### src/fetch_defines.svh
`ifndef FETCH_DEFINES_SVH
`define FETCH_DEFINES_SVH

//////////////////////////////
// Datapath widths
//////////////////////////////
`define ADDR_W      64          // Byte address
`define INST_W      32
`define LINE_W      64          // Cache line and memory beat

//////////////////////////////
// Instruction cache geometry
//////////////////////////////
`define IDX_W       5           // Address bits 7 to 3
`define TAG_W       8           // Address bits 15 to 8
`define CACHE_LINES 32

// Fetch buffer and memory bus
`define FB_DEPTH    8
`define MEM_TAG_W   4

// First fetch address out of reset
`define RESET_PC    64'h0

`endif

### src/fetch_pkg.sv
`include "fetch_defines.svh"

package fetch_pkg;

  // Memory bus commands
  typedef enum logic [1:0] {
    BUS_NONE  = 2'h0,
    BUS_LOAD  = 2'h1,
    BUS_STORE = 2'h2
  } bus_command_t;

  // Miss handling states
  typedef enum logic [1:0] {
    IDLE      = 2'h0,
    REQUEST   = 2'h1,           // Load on the bus until accepted
    WAIT_DATA = 2'h2            // Waiting for our tag to come back
  } icache_state_t;

  //////////////////////////////
  // Address pieces
  //////////////////////////////
  typedef logic [`ADDR_W-1:0] addr_t;
  typedef logic [`IDX_W-1:0]  cache_idx_t;
  typedef logic [`TAG_W-1:0]  cache_tag_t;

  // One slot of the fetch buffer
  typedef struct packed {
    logic [`ADDR_W-1:0] pc;
    logic [`INST_W-1:0] inst;
  } fetch_entry_t;

endpackage

### src/fetch_buffer.sv
`include "fetch_defines.svh"

module fetch_buffer (
  input                      clock,
  input                      rst_n,
  input                      in_valid,    // Cache hit this cycle
  input        [`ADDR_W-1:0] in_pc,
  input        [`INST_W-1:0] in_inst,
  output logic               accept,
  input                      flush,       // Redirect
  input                      pop,         // Dispatch takes the head
  output logic [`INST_W-1:0] inst,
  output logic [`ADDR_W-1:0] npc,
  output logic               inst_valid
);

  localparam int PTR_W = $clog2(`FB_DEPTH);

  fetch_pkg::fetch_entry_t entries [`FB_DEPTH];
  fetch_pkg::fetch_entry_t head_entry;

  logic [PTR_W-1:0] head;
  logic [PTR_W-1:0] tail;
  logic [PTR_W:0]   count;
  logic             full;
  logic             do_pop;

  assign full       = (count == (PTR_W+1)'(`FB_DEPTH));
  assign inst_valid = (count != '0);
  assign accept     = in_valid && !full && !flush;
  assign do_pop     = pop && inst_valid;

  //////////////////////////////
  // Pointers and count
  //////////////////////////////
  always_ff @(posedge clock or negedge rst_n) begin
    if (!rst_n) begin
      head  <= '0;
      tail  <= '0;
      count <= '0;
    end else if (flush) begin
      head  <= '0;                    // Drop everything fetched
      tail  <= '0;
      count <= '0;
    end else begin
      if (accept) tail <= tail + PTR_W'(1);
      if (do_pop) head <= head + PTR_W'(1);
      case ({accept, do_pop})
        2'b10:   count <= count + (PTR_W+1)'(1);
        2'b01:   count <= count - (PTR_W+1)'(1);
        default: count <= count;      // Push and pop together
      endcase
    end
  end

  // Entry storage
  always_ff @(posedge clock) begin
    if (accept) begin
      entries[tail].pc   <= in_pc;
      entries[tail].inst <= in_inst;
    end
  end

  //////////////////////////////
  // Head to dispatch
  //////////////////////////////
  assign head_entry = entries[head];
  assign inst       = head_entry.inst;
  assign npc        = head_entry.pc + `ADDR_W'(4);

endmodule

### src/fetch_frontend.sv
`include "fetch_defines.svh"

module fetch_frontend (
  input                            clock,
  input                            rst_n,
  input        [`MEM_TAG_W-1:0]    mem2proc_response,  // Tag for the current request
  input        [`LINE_W-1:0]       mem2proc_data,      // Line coming back
  input        [`MEM_TAG_W-1:0]    mem2proc_tag,       // Tag of the current reply
  input                            get_next_inst,      // Dispatch ready
  input                            redirect_en,
  input        [`ADDR_W-1:0]       redirect_pc,
  output fetch_pkg::bus_command_t  proc2mem_command,
  output logic [`ADDR_W-1:0]       proc2mem_addr,
  output logic [`INST_W-1:0]       inst,
  output logic [`ADDR_W-1:0]       npc,
  output logic                     inst_valid
);

  logic [`ADDR_W-1:0] fetch_addr;
  logic [`INST_W-1:0] cache_inst;
  logic               cache_hit;
  logic               fb_accept;
  logic               fill_en;
  logic [`ADDR_W-1:0] fill_addr;

  //////////////////////////////
  // Cache arrays and miss FSM
  //////////////////////////////
  icache_mem icache_mem_0 (
    .clock   (clock),
    .rst_n   (rst_n),
    .rd_pc   (fetch_addr),
    .rd_inst (cache_inst),
    .rd_hit  (cache_hit),
    .wr_en   (fill_en),
    .wr_addr (fill_addr),
    .wr_data (mem2proc_data)        // Memory line goes straight in
  );

  icache_ctrl icache_ctrl_0 (
    .clock             (clock),
    .rst_n             (rst_n),
    .miss_pc           (fetch_addr),
    .hit               (cache_hit),
    .mem2proc_response (mem2proc_response),
    .mem2proc_tag      (mem2proc_tag),
    .proc2mem_command  (proc2mem_command),
    .proc2mem_addr     (proc2mem_addr),
    .fill_en           (fill_en),
    .fill_addr         (fill_addr)
  );

  //////////////////////////////
  // PC and fetch buffer
  //////////////////////////////
  fetch_pc fetch_pc_0 (
    .clock       (clock),
    .rst_n       (rst_n),
    .advance     (fb_accept),       // Step only when the buffer takes it
    .redirect_en (redirect_en),
    .redirect_pc (redirect_pc),
    .pc          (fetch_addr)
  );

  fetch_buffer fetch_buffer_0 (
    .clock      (clock),
    .rst_n      (rst_n),
    .in_valid   (cache_hit),
    .in_pc      (fetch_addr),
    .in_inst    (cache_inst),
    .accept     (fb_accept),
    .flush      (redirect_en),
    .pop        (get_next_inst),
    .inst       (inst),
    .npc        (npc),
    .inst_valid (inst_valid)
  );

endmodule

### src/fetch_pc.sv
`include "fetch_defines.svh"

module fetch_pc (
  input                      clock,
  input                      rst_n,
  input                      advance,       // Instruction taken by the buffer
  input                      redirect_en,
  input        [`ADDR_W-1:0] redirect_pc,
  output logic [`ADDR_W-1:0] pc
);

  fetch_pkg::addr_t pc_q;
  fetch_pkg::addr_t pc_next;

  //////////////////////////////
  // Next PC select
  //////////////////////////////
  always_comb begin
    pc_next = pc_q;
    if (redirect_en) begin
      pc_next = redirect_pc;           // Redirect wins
    end else if (advance) begin
      pc_next = pc_q + `ADDR_W'(4);
    end
  end

  always_ff @(posedge clock or negedge rst_n) begin
    if (!rst_n) begin
      pc_q <= `RESET_PC;
    end else begin
      pc_q <= pc_next;
    end
  end

  // Held PC under back-pressure
  assign pc = pc_q;

endmodule

### src/icache_ctrl.sv
`include "fetch_defines.svh"

module icache_ctrl (
  input                                clock,
  input                                rst_n,
  input        [`ADDR_W-1:0]           miss_pc,            // Current fetch PC
  input                                hit,
  input        [`MEM_TAG_W-1:0]        mem2proc_response,  // Nonzero accepts the load
  input        [`MEM_TAG_W-1:0]        mem2proc_tag,       // Tag of the returning line
  output fetch_pkg::bus_command_t      proc2mem_command,
  output logic [`ADDR_W-1:0]           proc2mem_addr,
  output logic                         fill_en,
  output logic [`ADDR_W-1:0]           fill_addr
);

  fetch_pkg::icache_state_t state;
  fetch_pkg::icache_state_t state_next;

  fetch_pkg::addr_t      line_addr;    // Line being fetched
  logic [`MEM_TAG_W-1:0] pending_tag;  // Tag the memory gave us
  logic                  req_taken;
  logic                  data_back;

  assign req_taken = (state == fetch_pkg::REQUEST) && (mem2proc_response != '0);
  assign data_back = (state == fetch_pkg::WAIT_DATA) && (mem2proc_tag == pending_tag);

  //////////////////////////////
  // Next state
  //////////////////////////////
  always_comb begin
    state_next = state;
    case (state)
      fetch_pkg::IDLE: begin
        if (!hit) begin
          state_next = fetch_pkg::REQUEST;
        end
      end
      fetch_pkg::REQUEST: begin
        if (req_taken) begin
          state_next = fetch_pkg::WAIT_DATA;
        end
      end
      fetch_pkg::WAIT_DATA: begin
        if (data_back) begin
          state_next = fetch_pkg::IDLE;
        end
      end
      default: state_next = fetch_pkg::IDLE;
    endcase
  end

  always_ff @(posedge clock or negedge rst_n) begin
    if (!rst_n) begin
      state <= fetch_pkg::IDLE;
    end else begin
      state <= state_next;
    end
  end

  // Miss address and memory tag
  always_ff @(posedge clock) begin
    if ((state == fetch_pkg::IDLE) && !hit) begin
      line_addr <= {miss_pc[`ADDR_W-1:3], 3'b000};  // Align to 8 bytes
    end
    if (req_taken) begin
      pending_tag <= mem2proc_response;
    end
  end

  //////////////////////////////
  // Bus and fill outputs
  //////////////////////////////
  always_comb begin
    proc2mem_command = fetch_pkg::BUS_NONE;
    proc2mem_addr    = '0;
    if (state == fetch_pkg::REQUEST) begin
      proc2mem_command = fetch_pkg::BUS_LOAD;
      proc2mem_addr    = line_addr;
    end
  end

  assign fill_en   = data_back;
  assign fill_addr = line_addr;       // Held since the miss

endmodule

### src/icache_mem.sv
`include "fetch_defines.svh"

module icache_mem (
  input                      clock,
  input                      rst_n,
  input        [`ADDR_W-1:0] rd_pc,     // Fetch address
  output logic [`INST_W-1:0] rd_inst,
  output logic               rd_hit,
  input                      wr_en,     // Line fill
  input        [`ADDR_W-1:0] wr_addr,
  input        [`LINE_W-1:0] wr_data
);

  fetch_pkg::cache_idx_t rd_idx;
  fetch_pkg::cache_tag_t rd_tag;
  fetch_pkg::cache_idx_t wr_idx;
  fetch_pkg::cache_tag_t wr_tag;

  logic [`CACHE_LINES-1:0] valid;
  fetch_pkg::cache_tag_t   tags  [`CACHE_LINES];
  logic [`LINE_W-1:0]      lines [`CACHE_LINES];

  // Bits 2..0 are the byte offset within a line
  assign rd_idx = rd_pc[`IDX_W+2:3];
  assign rd_tag = rd_pc[`TAG_W+`IDX_W+2:`IDX_W+3];
  assign wr_idx = wr_addr[`IDX_W+2:3];
  assign wr_tag = wr_addr[`TAG_W+`IDX_W+2:`IDX_W+3];

  //////////////////////////////
  // Read port
  //////////////////////////////
  assign rd_hit  = valid[rd_idx] && (tags[rd_idx] == rd_tag);
  assign rd_inst = rd_pc[2] ? lines[rd_idx][`LINE_W-1:`INST_W]   // Upper word
                            : lines[rd_idx][`INST_W-1:0];

  //////////////////////////////
  // Fill port
  //////////////////////////////
  always_ff @(posedge clock or negedge rst_n) begin
    if (!rst_n) begin
      valid <= '0;
    end else if (wr_en) begin
      valid[wr_idx] <= 1'b1;
    end
  end

  always_ff @(posedge clock) begin
    if (wr_en) begin
      tags[wr_idx]  <= wr_tag;
      lines[wr_idx] <= wr_data;
    end
  end

endmodule

### config.mk
export PLATFORM = sky130hd
export DESIGN_NAME = fetch_frontend
export DESIGN_NICKNAME = d
export VERILOG_FILES = /design/src/fetch_pkg.sv /design/src/fetch_buffer.sv /design/src/fetch_frontend.sv /design/src/fetch_pc.sv /design/src/icache_ctrl.sv /design/src/icache_mem.sv
export VERILOG_INCLUDE_DIRS = /design/src
export SDC_FILE = /design/constraint.sdc
export NUM_CORES = 2
export LEC_CHECK = 0
export BUFFER_PORTS_ARGS = -buffer_cell sky130_fd_sc_hd__buf_2
export CAP_MARGIN = 15
export CORE_MARGIN = 2
export CORE_UTILIZATION = 45
export CTS_BUF_LIST = sky130_fd_sc_hd__clkbuf_16
export CTS_CLUSTER_SIZE = 24
export DETAILED_ROUTE_END_ITERATION = 10
export MAX_ROUTING_LAYER = met4
export PLACE_DENSITY = 0.64
export SYNTH_ARGS = -nofsm -noshare
export SYNTH_HDL_FRONTEND = slang
export SYNTH_SLANG_ARGS = --single-unit
### constraint.sdc
create_clock -name clock -period 17.98 [get_ports clock]
set_input_delay 1.798 -clock clock [delete_from_list [all_inputs] [get_ports clock]]
set_output_delay 1.798 -clock clock [all_outputs]
set_load 0.005 [all_outputs]
* Word-level counts from Yosys, hierarchy flattened
Memories as Yosys holds them, arrays and structs flattened. Index checks and enable logic that the tools add are counted.
Word-level totals: flip-flop bits (word level) 173, memories kept 3, bits of input ports 140, bits in writable memories 3072, word-level logic and storage cells 72
Memories:
- icache_mem_0.lines | words 32, bits a word 64, read ports 1, clocked after memory_dff 0, write ports 1, RTL line icache_mem.sv:21 | logic [`LINE_W-1:0] lines [`CACHE_LINES];
- fetch_buffer_0.entries | words 8, bits a word 96, read ports 1, clocked after memory_dff 0, write ports 1, RTL line fetch_buffer.sv:19 | fetch_pkg::fetch_entry_t entries [`FB_DEPTH];
- icache_mem_0.tags | words 32, bits a word 8, read ports 1, clocked after memory_dff 0, write ports 1, RTL line icache_mem.sv:20 | fetch_pkg::cache_tag_t tags [`CACHE_LINES];
Operators by class: bitwise operators 1, magnitude comparators 3, $add $sub $neg 6, mux-type cells 23, eq/ne operators 10, reductions and logical operators 18
Operators with widths (count):
- $mux W64 | 3
- $add A64 B3 Y64 const B | 2
- $mux W32 | 1
- $or A32 B32 Y32 | 1
- $lt A5 B6 Y1 const B | 2
- $mux W3 | 4
- $eq A8 B8 Y1 | 1
- $logic_and A1 B1 Y1 | 8
- $pmux W4 S2 | 1
- $reduce_bool A4 Y1 | 2
- $mux W1 | 7
- $add A3 B1 Y3 const B | 2
- $mux W2 | 3
- $pmux W2 S3 | 1
- $bmux W1 S5 | 1
- $demux W1 S5 | 1
- $ge A5 B1 Y1 const B | 1
- $add A4 B1 Y4 const B | 1
- $eq A2 B1 Y1 const B | 2
- $eq A2 B2 Y1 const B | 2
- $eq A4 B4 Y1 | 1
- $eq A4 B4 Y1 const B | 1
- $mux W4 | 1
- $ne A2 B2 Y1 const B | 2
- 7 further kinds | 10

* Logic depth before layout (Yosys ltp)
word-level depth 8, gate-level depth with buffers 19

* Cells and area by module
A second synthesis with hierarchy kept.
Second synthesis, totals: cell total of the unflattened synthesis 5429, area, all modules 126133.5 um^2
Modules (own cells, without submodules):
- icache_mem | area each 88767.6 um^2, cells each 3453, seq. area each 69987.1 um^2, instances 1
- fetch_buffer | area each 31043.5 um^2, cells each 1393, seq. area each 23312.4 um^2, instances 1
- fetch_pc | area each 3677.3 um^2, cells each 428, seq. area each 1601.5 um^2, instances 1
- icache_ctrl | area each 2645.0 um^2, cells each 155, seq. area each 2001.9 um^2, instances 1

* Least setup slack after synthesis
Ideal clock, no wire load.
path kind register to register, from register fetch_pc_0.pc_q[3], in the netlist fetch_pc_0.pc[3], to memory fetch_buffer_0.entries[2][0] in the netlist's numbering (enable), buffers on the path 2, path slack 7.298 ns, cell stages (with the launch flop) 12, arrival 9.994 ns, clock period less this slack 10.682 ns, cell sequence dfrtp_1 > buf_2 > buf_6 > mux4_2 > and2_1 > a2111oi_0 > nor4_1 > xnor2_1 > nand4b_1 > or2_1 > or3_1 > nor3b_1
On the way: cells in the longest elaborated chain, start to end 7, elaborated cells on any way between the ends 9
RTL lines:
- start: declaration | RTL line fetch_pc.sv:12 | fetch_pkg::addr_t pc_q;
- start signal: assignment | RTL line fetch_pc.sv:29 | pc_q <= `RESET_PC;
- start signal: assignment | RTL line fetch_pc.sv:31 | pc_q <= pc_next;
- $mem_v2 Z32 W8 / $bmux W1 S5 (equally long branches)
- $eq A8 B8 Y1 / $mux W1 (equally long branches) | RTL line icache_mem.sv:32 | assign rd_hit = valid[rd_idx] && (tags[rd_idx] == rd_tag);
- $logic_and A1 B1 Y1 * | RTL line icache_mem.sv:32
- $logic_and A1 B1 Y1 * (2 in a row) | RTL line fetch_buffer.sv:30 | assign accept = in_valid && !full && !flush;
- $mux W1 * | RTL line fetch_buffer.sv:58 | if (accept) begin
- $mux W1 (implied by the code) * | RTL line fetch_buffer.sv:60 | entries[tail].inst <= in_inst;
- end: declaration | RTL line fetch_buffer.sv:19
Every way passes the cells marked *; elsewhere a longest branch is shown, timed or not. The select of a mux whose other input is x is not followed.

* Final worst setup path
from register fetch_pc_0.pc_q[4], in the netlist fetch_pc_0.pc[4], to memory fetch_buffer_0.entries[7][87] in the netlist's numbering (enable)
On the way: cells in the longest elaborated chain, start to end 7, elaborated cells on any way between the ends 9
RTL lines:
- $mem_v2 Z32 W8 / $bmux W1 S5 (equally long branches)
- $eq A8 B8 Y1 / $mux W1 (equally long branches) | RTL line icache_mem.sv:32
- $logic_and A1 B1 Y1 * | RTL line icache_mem.sv:32
- $logic_and A1 B1 Y1 * (2 in a row) | RTL line fetch_buffer.sv:30
- $mux W1 * | RTL line fetch_buffer.sv:58
- $mux W1 (implied by the code) * | RTL line fetch_buffer.sv:59 | entries[tail].pc <= in_pc;
Marks and branches as above.

==> flow_summary.json <==
{
  "finish.utilization": 0.512,
  "grt_usage": 0.223,
  "p_per_area_nw_per_um2": 116,
  "hold_viol_final": 0,
  "hpwl_um": 165000,
  "p_comb_frac": 0.081,
  "status": "complete, no violations",
  "ctsRootBufferMaster": "clkbuf_16",
  "cap_violations": 0,
  "r2r_slack_ns": 9.60,
  "cp.arrival_ns": 8.86,
  "grt_overflow_total": 0,
  "reg2regPathDepth": 15,
  "slew-limit-headroom": 0.202,
  "cp.required_ns": 18.46,
  "fmaxAchievable_mhz": 119,
  "drive_gt1_frac": 0.304,
  "clockBufferDepth": 4,
  "crit_top_cell": "buf_4",
  "holdBufCountCts": 0,
  "synth_flop_cell": "edfxtp_1",
  "yosys_warnings": 0,
  "avgSynthCellArea_um2": 22.8,
  "ys_seq_area_frac": 0.767,
  "critPathCapture": "fetch_buffer_0.entries[7][87]",
  "ant_nets": 0,
  "yosysUniqueCellTypes": 86,
  "antenna_found_initial": 39,
  "viasPerCell": 6.03,
  "min_period_ns": 8.38,
  "r2r_start": "fetch_pc_0.pc[4]",
  "htreeDepth": 5,
  "port_buffers": 298,
  "clock-sinks": 3245,
  "reg2reg_to": "fetch_buffer_0.entries[7][87]",
  "core-area_um2": 279000,
  "place.gp.congestion": 0.860,
  "path_clk_slew_ns": 0.06,
  "fin_nets": 6173,
  "syn2layout_area_growth_pct": 13.3,
  "p_leak_nw": 45.1,
  "ir_drop_uv": 80.8,
  "cp_cell_sequence": "buf_4 -> buf_4 -> buf_4 -> mux4_2 -> nand2_1 -> a32o_1 -> nor2_1 -> nand2_1 -> nand4b_1 -> buf_4 -> nor2_4 -> nand3_1 -> nor2_4 -> buf_4 -> buf_4",
  "clkLatencyLatePin_ns": 0.89,
  "cts_resized": 0,
  "io_pins": 303,
  "finalSetupTns_ns": 0,
  "cts_setup_buffers": 0,
  "synthArstFlopShare": 0.0333,
  "synth_edf_count": 3137,
  "crit_path_top_delay_cell": "buf_4",
  "cp_max_fo": 69,
  "synthCells": 5547,
  "initial_core_util": 0.452,
  "critPathLaunch": "fetch_pc_0.pc[4]",
  "wl_per_cell_um": 30.9,
  "swShare": 0.225,
  "ys_ff_latch": 3245,
  "crit_path_end_kind": "register",
  "worstMarginPinSlew_ns": 1.20,
  "clkPwrFrac": 0.399,
  "grt_pass1_vias": 60400,
  "intPower_mw": 12.9,
  "critPathKind": "reg -> reg",
  "core.rowCount": 194,
  "power_frac_seq": 0.521,
  "layout_worst_path_cycle_share": 0.466,
  "hold_class": "reg -> reg",
  "die_w_um": 534,
  "slowest_delay_ns": 0.99,
  "drt_iter0_markers": 7232,
  "grt_max_degree": 172,
  "totalPowerFinal_mw": 16.6,
  "rsz0062_at_grt": "no",
  "cts_tree": "built",
  "skew_ns": 0.0567,
  "critPathLaunchType": "register",
  "netlist_area_um2": 126000,
  "final-max-slew-violation-count": 0,
  "die_y_um": 534,
  "remaining_drc_errors": 0,
  "numCtsBuffers": 335,
  "drt-total-wl_um": 310000,
  "die_area_um2": 285000,
  "finalSetupViolations": 0,
  "power.switching_mw": 3.75,
  "grt_pass1_wl_um": 445000,
  "drtPass1Iterations": 6,
  "via_count": 60600
}
[power by group through the flow]
stage                     Sequential (mW)  Clock (mW)  Combinational, mW
final                                8.66        6.63               1.34
after global routing                 8.67        7.05               1.44
after CTS                            8.70        6.75               1.30
after detailed placement             8.86           0               1.30
after global placement               8.85           0               1.27
after floorplan                      8.76           0              0.841
[how the worst min path moves through the flow]
stage | start | to | slack, ns | cells after the start
floorplan | icache_mem_0.valid[12] | icache_mem_0.valid[12] | 0.43 | 1
global placement | icache_mem_0.valid[31] | icache_mem_0.valid[31] | 0.45 | 1
detailed placement | icache_mem_0.valid[12] | icache_mem_0.valid[12] | 0.45 | 1
CTS | icache_mem_0.valid[12] | icache_mem_0.valid[12] | 0.46 | 1
global route | icache_mem_0.valid[12] | icache_mem_0.valid[12] | 0.47 | 1
finish | icache_mem_0.valid[12] | icache_mem_0.valid[12] | 0.46 | 1
[stage by stage]
step	instances	area (µm²)	hold WS (ns)	setup WS, ns
2_1_floorplan	5550	126000	0.434	7.30
3_3_place_gp	9408	132000	0.446	9.67
3_5_place_dp	9408	132000	0.447	9.53
4_1_cts	10000	143000	0.461	9.54
5_1_grt	10000	143000	0.467	9.16
6_report	10000	143000	0.462	9.60
[area by class of cell]
class	instances	area, µm²
Tap cell	3724	4660
Fill cell	21600	136000
Timing Repair Buffer	430	2680
Antenna cell	27	67.6
Inverter	20	82.6
Sequential cell	3245	96900
Clock buffer	343	8580
Clock inverter	257	1920
Multi-Input combinational cell	1994	28300
[Yosys cell counts (all sizes together) (9+ instances only)]
library cell  count  area [µm²]
edfxtp         3137       94200
mux4            902       20400
mux2i           152        1520
clkbuf          150         584
buf             141         908
nand2           140         531
dfrtp           108        2700
nor2             96         370
and2             70         438
nand3            70         350
xnor2            57         499
mux2             52         586
a22oi            42         315
nor3             40         211
xor2             38         333
or2              37         231
nor2b            34         213
nor4             31         221
o21ai            30         150
nand4            24         156
a21oi            20         100
inv              20        75.1
or4              15         113
nand3b           13         101
or3              13        81.3
nor3b            12        95.1
nand2b           10        62.6
and3              9        56.3
[flip-flops by register name, summed over array words and instances, names as in the netlist, 4 cells and up]
| register | cells |
|---|---|
| icache_mem_0.tags | 256 |
| fetch_buffer_0.entries | 768 |
| icache_mem_0.lines | 2048 |
| fetch_buffer_0.count | 4 |
| icache_ctrl_0.fill_addr | 61 |
| icache_ctrl_0.pending_tag | 4 |
| fetch_pc_0.pc | 64 |
| icache_mem_0.valid | 32 |
[critical path, delay by kind of cell (launching register included)]
family                 cells  cell delay (ns)
buffers and inverters      6             4.28
AND/OR/NAND/NOR            7             2.00
flip-flops                 1             0.63
multiplexers               1             0.39
AO/OA/AOI/OAI              1             0.33
[layer usage]
metal  wire length (µm)  vias up  share of wire  global-route usage
met5                  0        -              0                   -
met4               5760        0          0.019              0.0443
met3              29100      438          0.094              0.0428
met2             145000     2877           0.47               0.333
met1             130000    32800           0.42               0.323
li1                   -    24500              -                   -
[cell families after synthesis]
logic type / after synthesis / synth area share
XOR/XNOR: 95 / 0.00658
AND/OR/NAND/NOR: 634 / 0.0270
multiplexers: 1106 / 0.178
other: 1 / 0.0000297
adder cells (fa/ha/maj): 7 / 0.000752
buffers and inverters: 311 / 0.0124
flip-flops: 3245 / 0.767
AO/OA/AOI/OAI: 148 / 0.00837
[cell usage in the layout (no fill, tap or decap), types with 10 or more instances in the layout]
cell type | Yosys | layout
buf_4 | 26 | 122
a21oi_1 | 20 | 20
xor2_1 | 38 | 38
mux2_2 | 51 | 51
nor2_1 | 94 | 60
mux4_1 | 31 | 31
nor2b_1 | 34 | 34
nor3_1 | 39 | 36
diode_2 | 0 | 27
bufinv_16 | 0 | 23
clkinv_2 | 0 | 56
nand2b_1 | 10 | 10
nand4_1 | 23 | 23
nand3_1 | 70 | 70
mux4_2 | 871 | 871
or4_1 | 15 | 15
dfrtp_1 | 108 | 100
clkbuf_16 | 0 | 343
or2_2 | 36 | 36
a22oi_1 | 42 | 42
mux2i_1 | 152 | 152
xnor2_1 | 57 | 57
nand3b_1 | 12 | 12
nor2_4 | 1 | 35
clkinv_1 | 0 | 74
nand2_1 | 138 | 138
clkinvlp_4 | 0 | 10
nor4_1 | 28 | 28
or3_1 | 13 | 13
edfxtp_1 | 3137 | 3137
buf_2 | 71 | 296
o21ai_0 | 30 | 30
and2_1 | 69 | 69
inv_1 | 20 | 90
(Power assumes the default switching activity.)
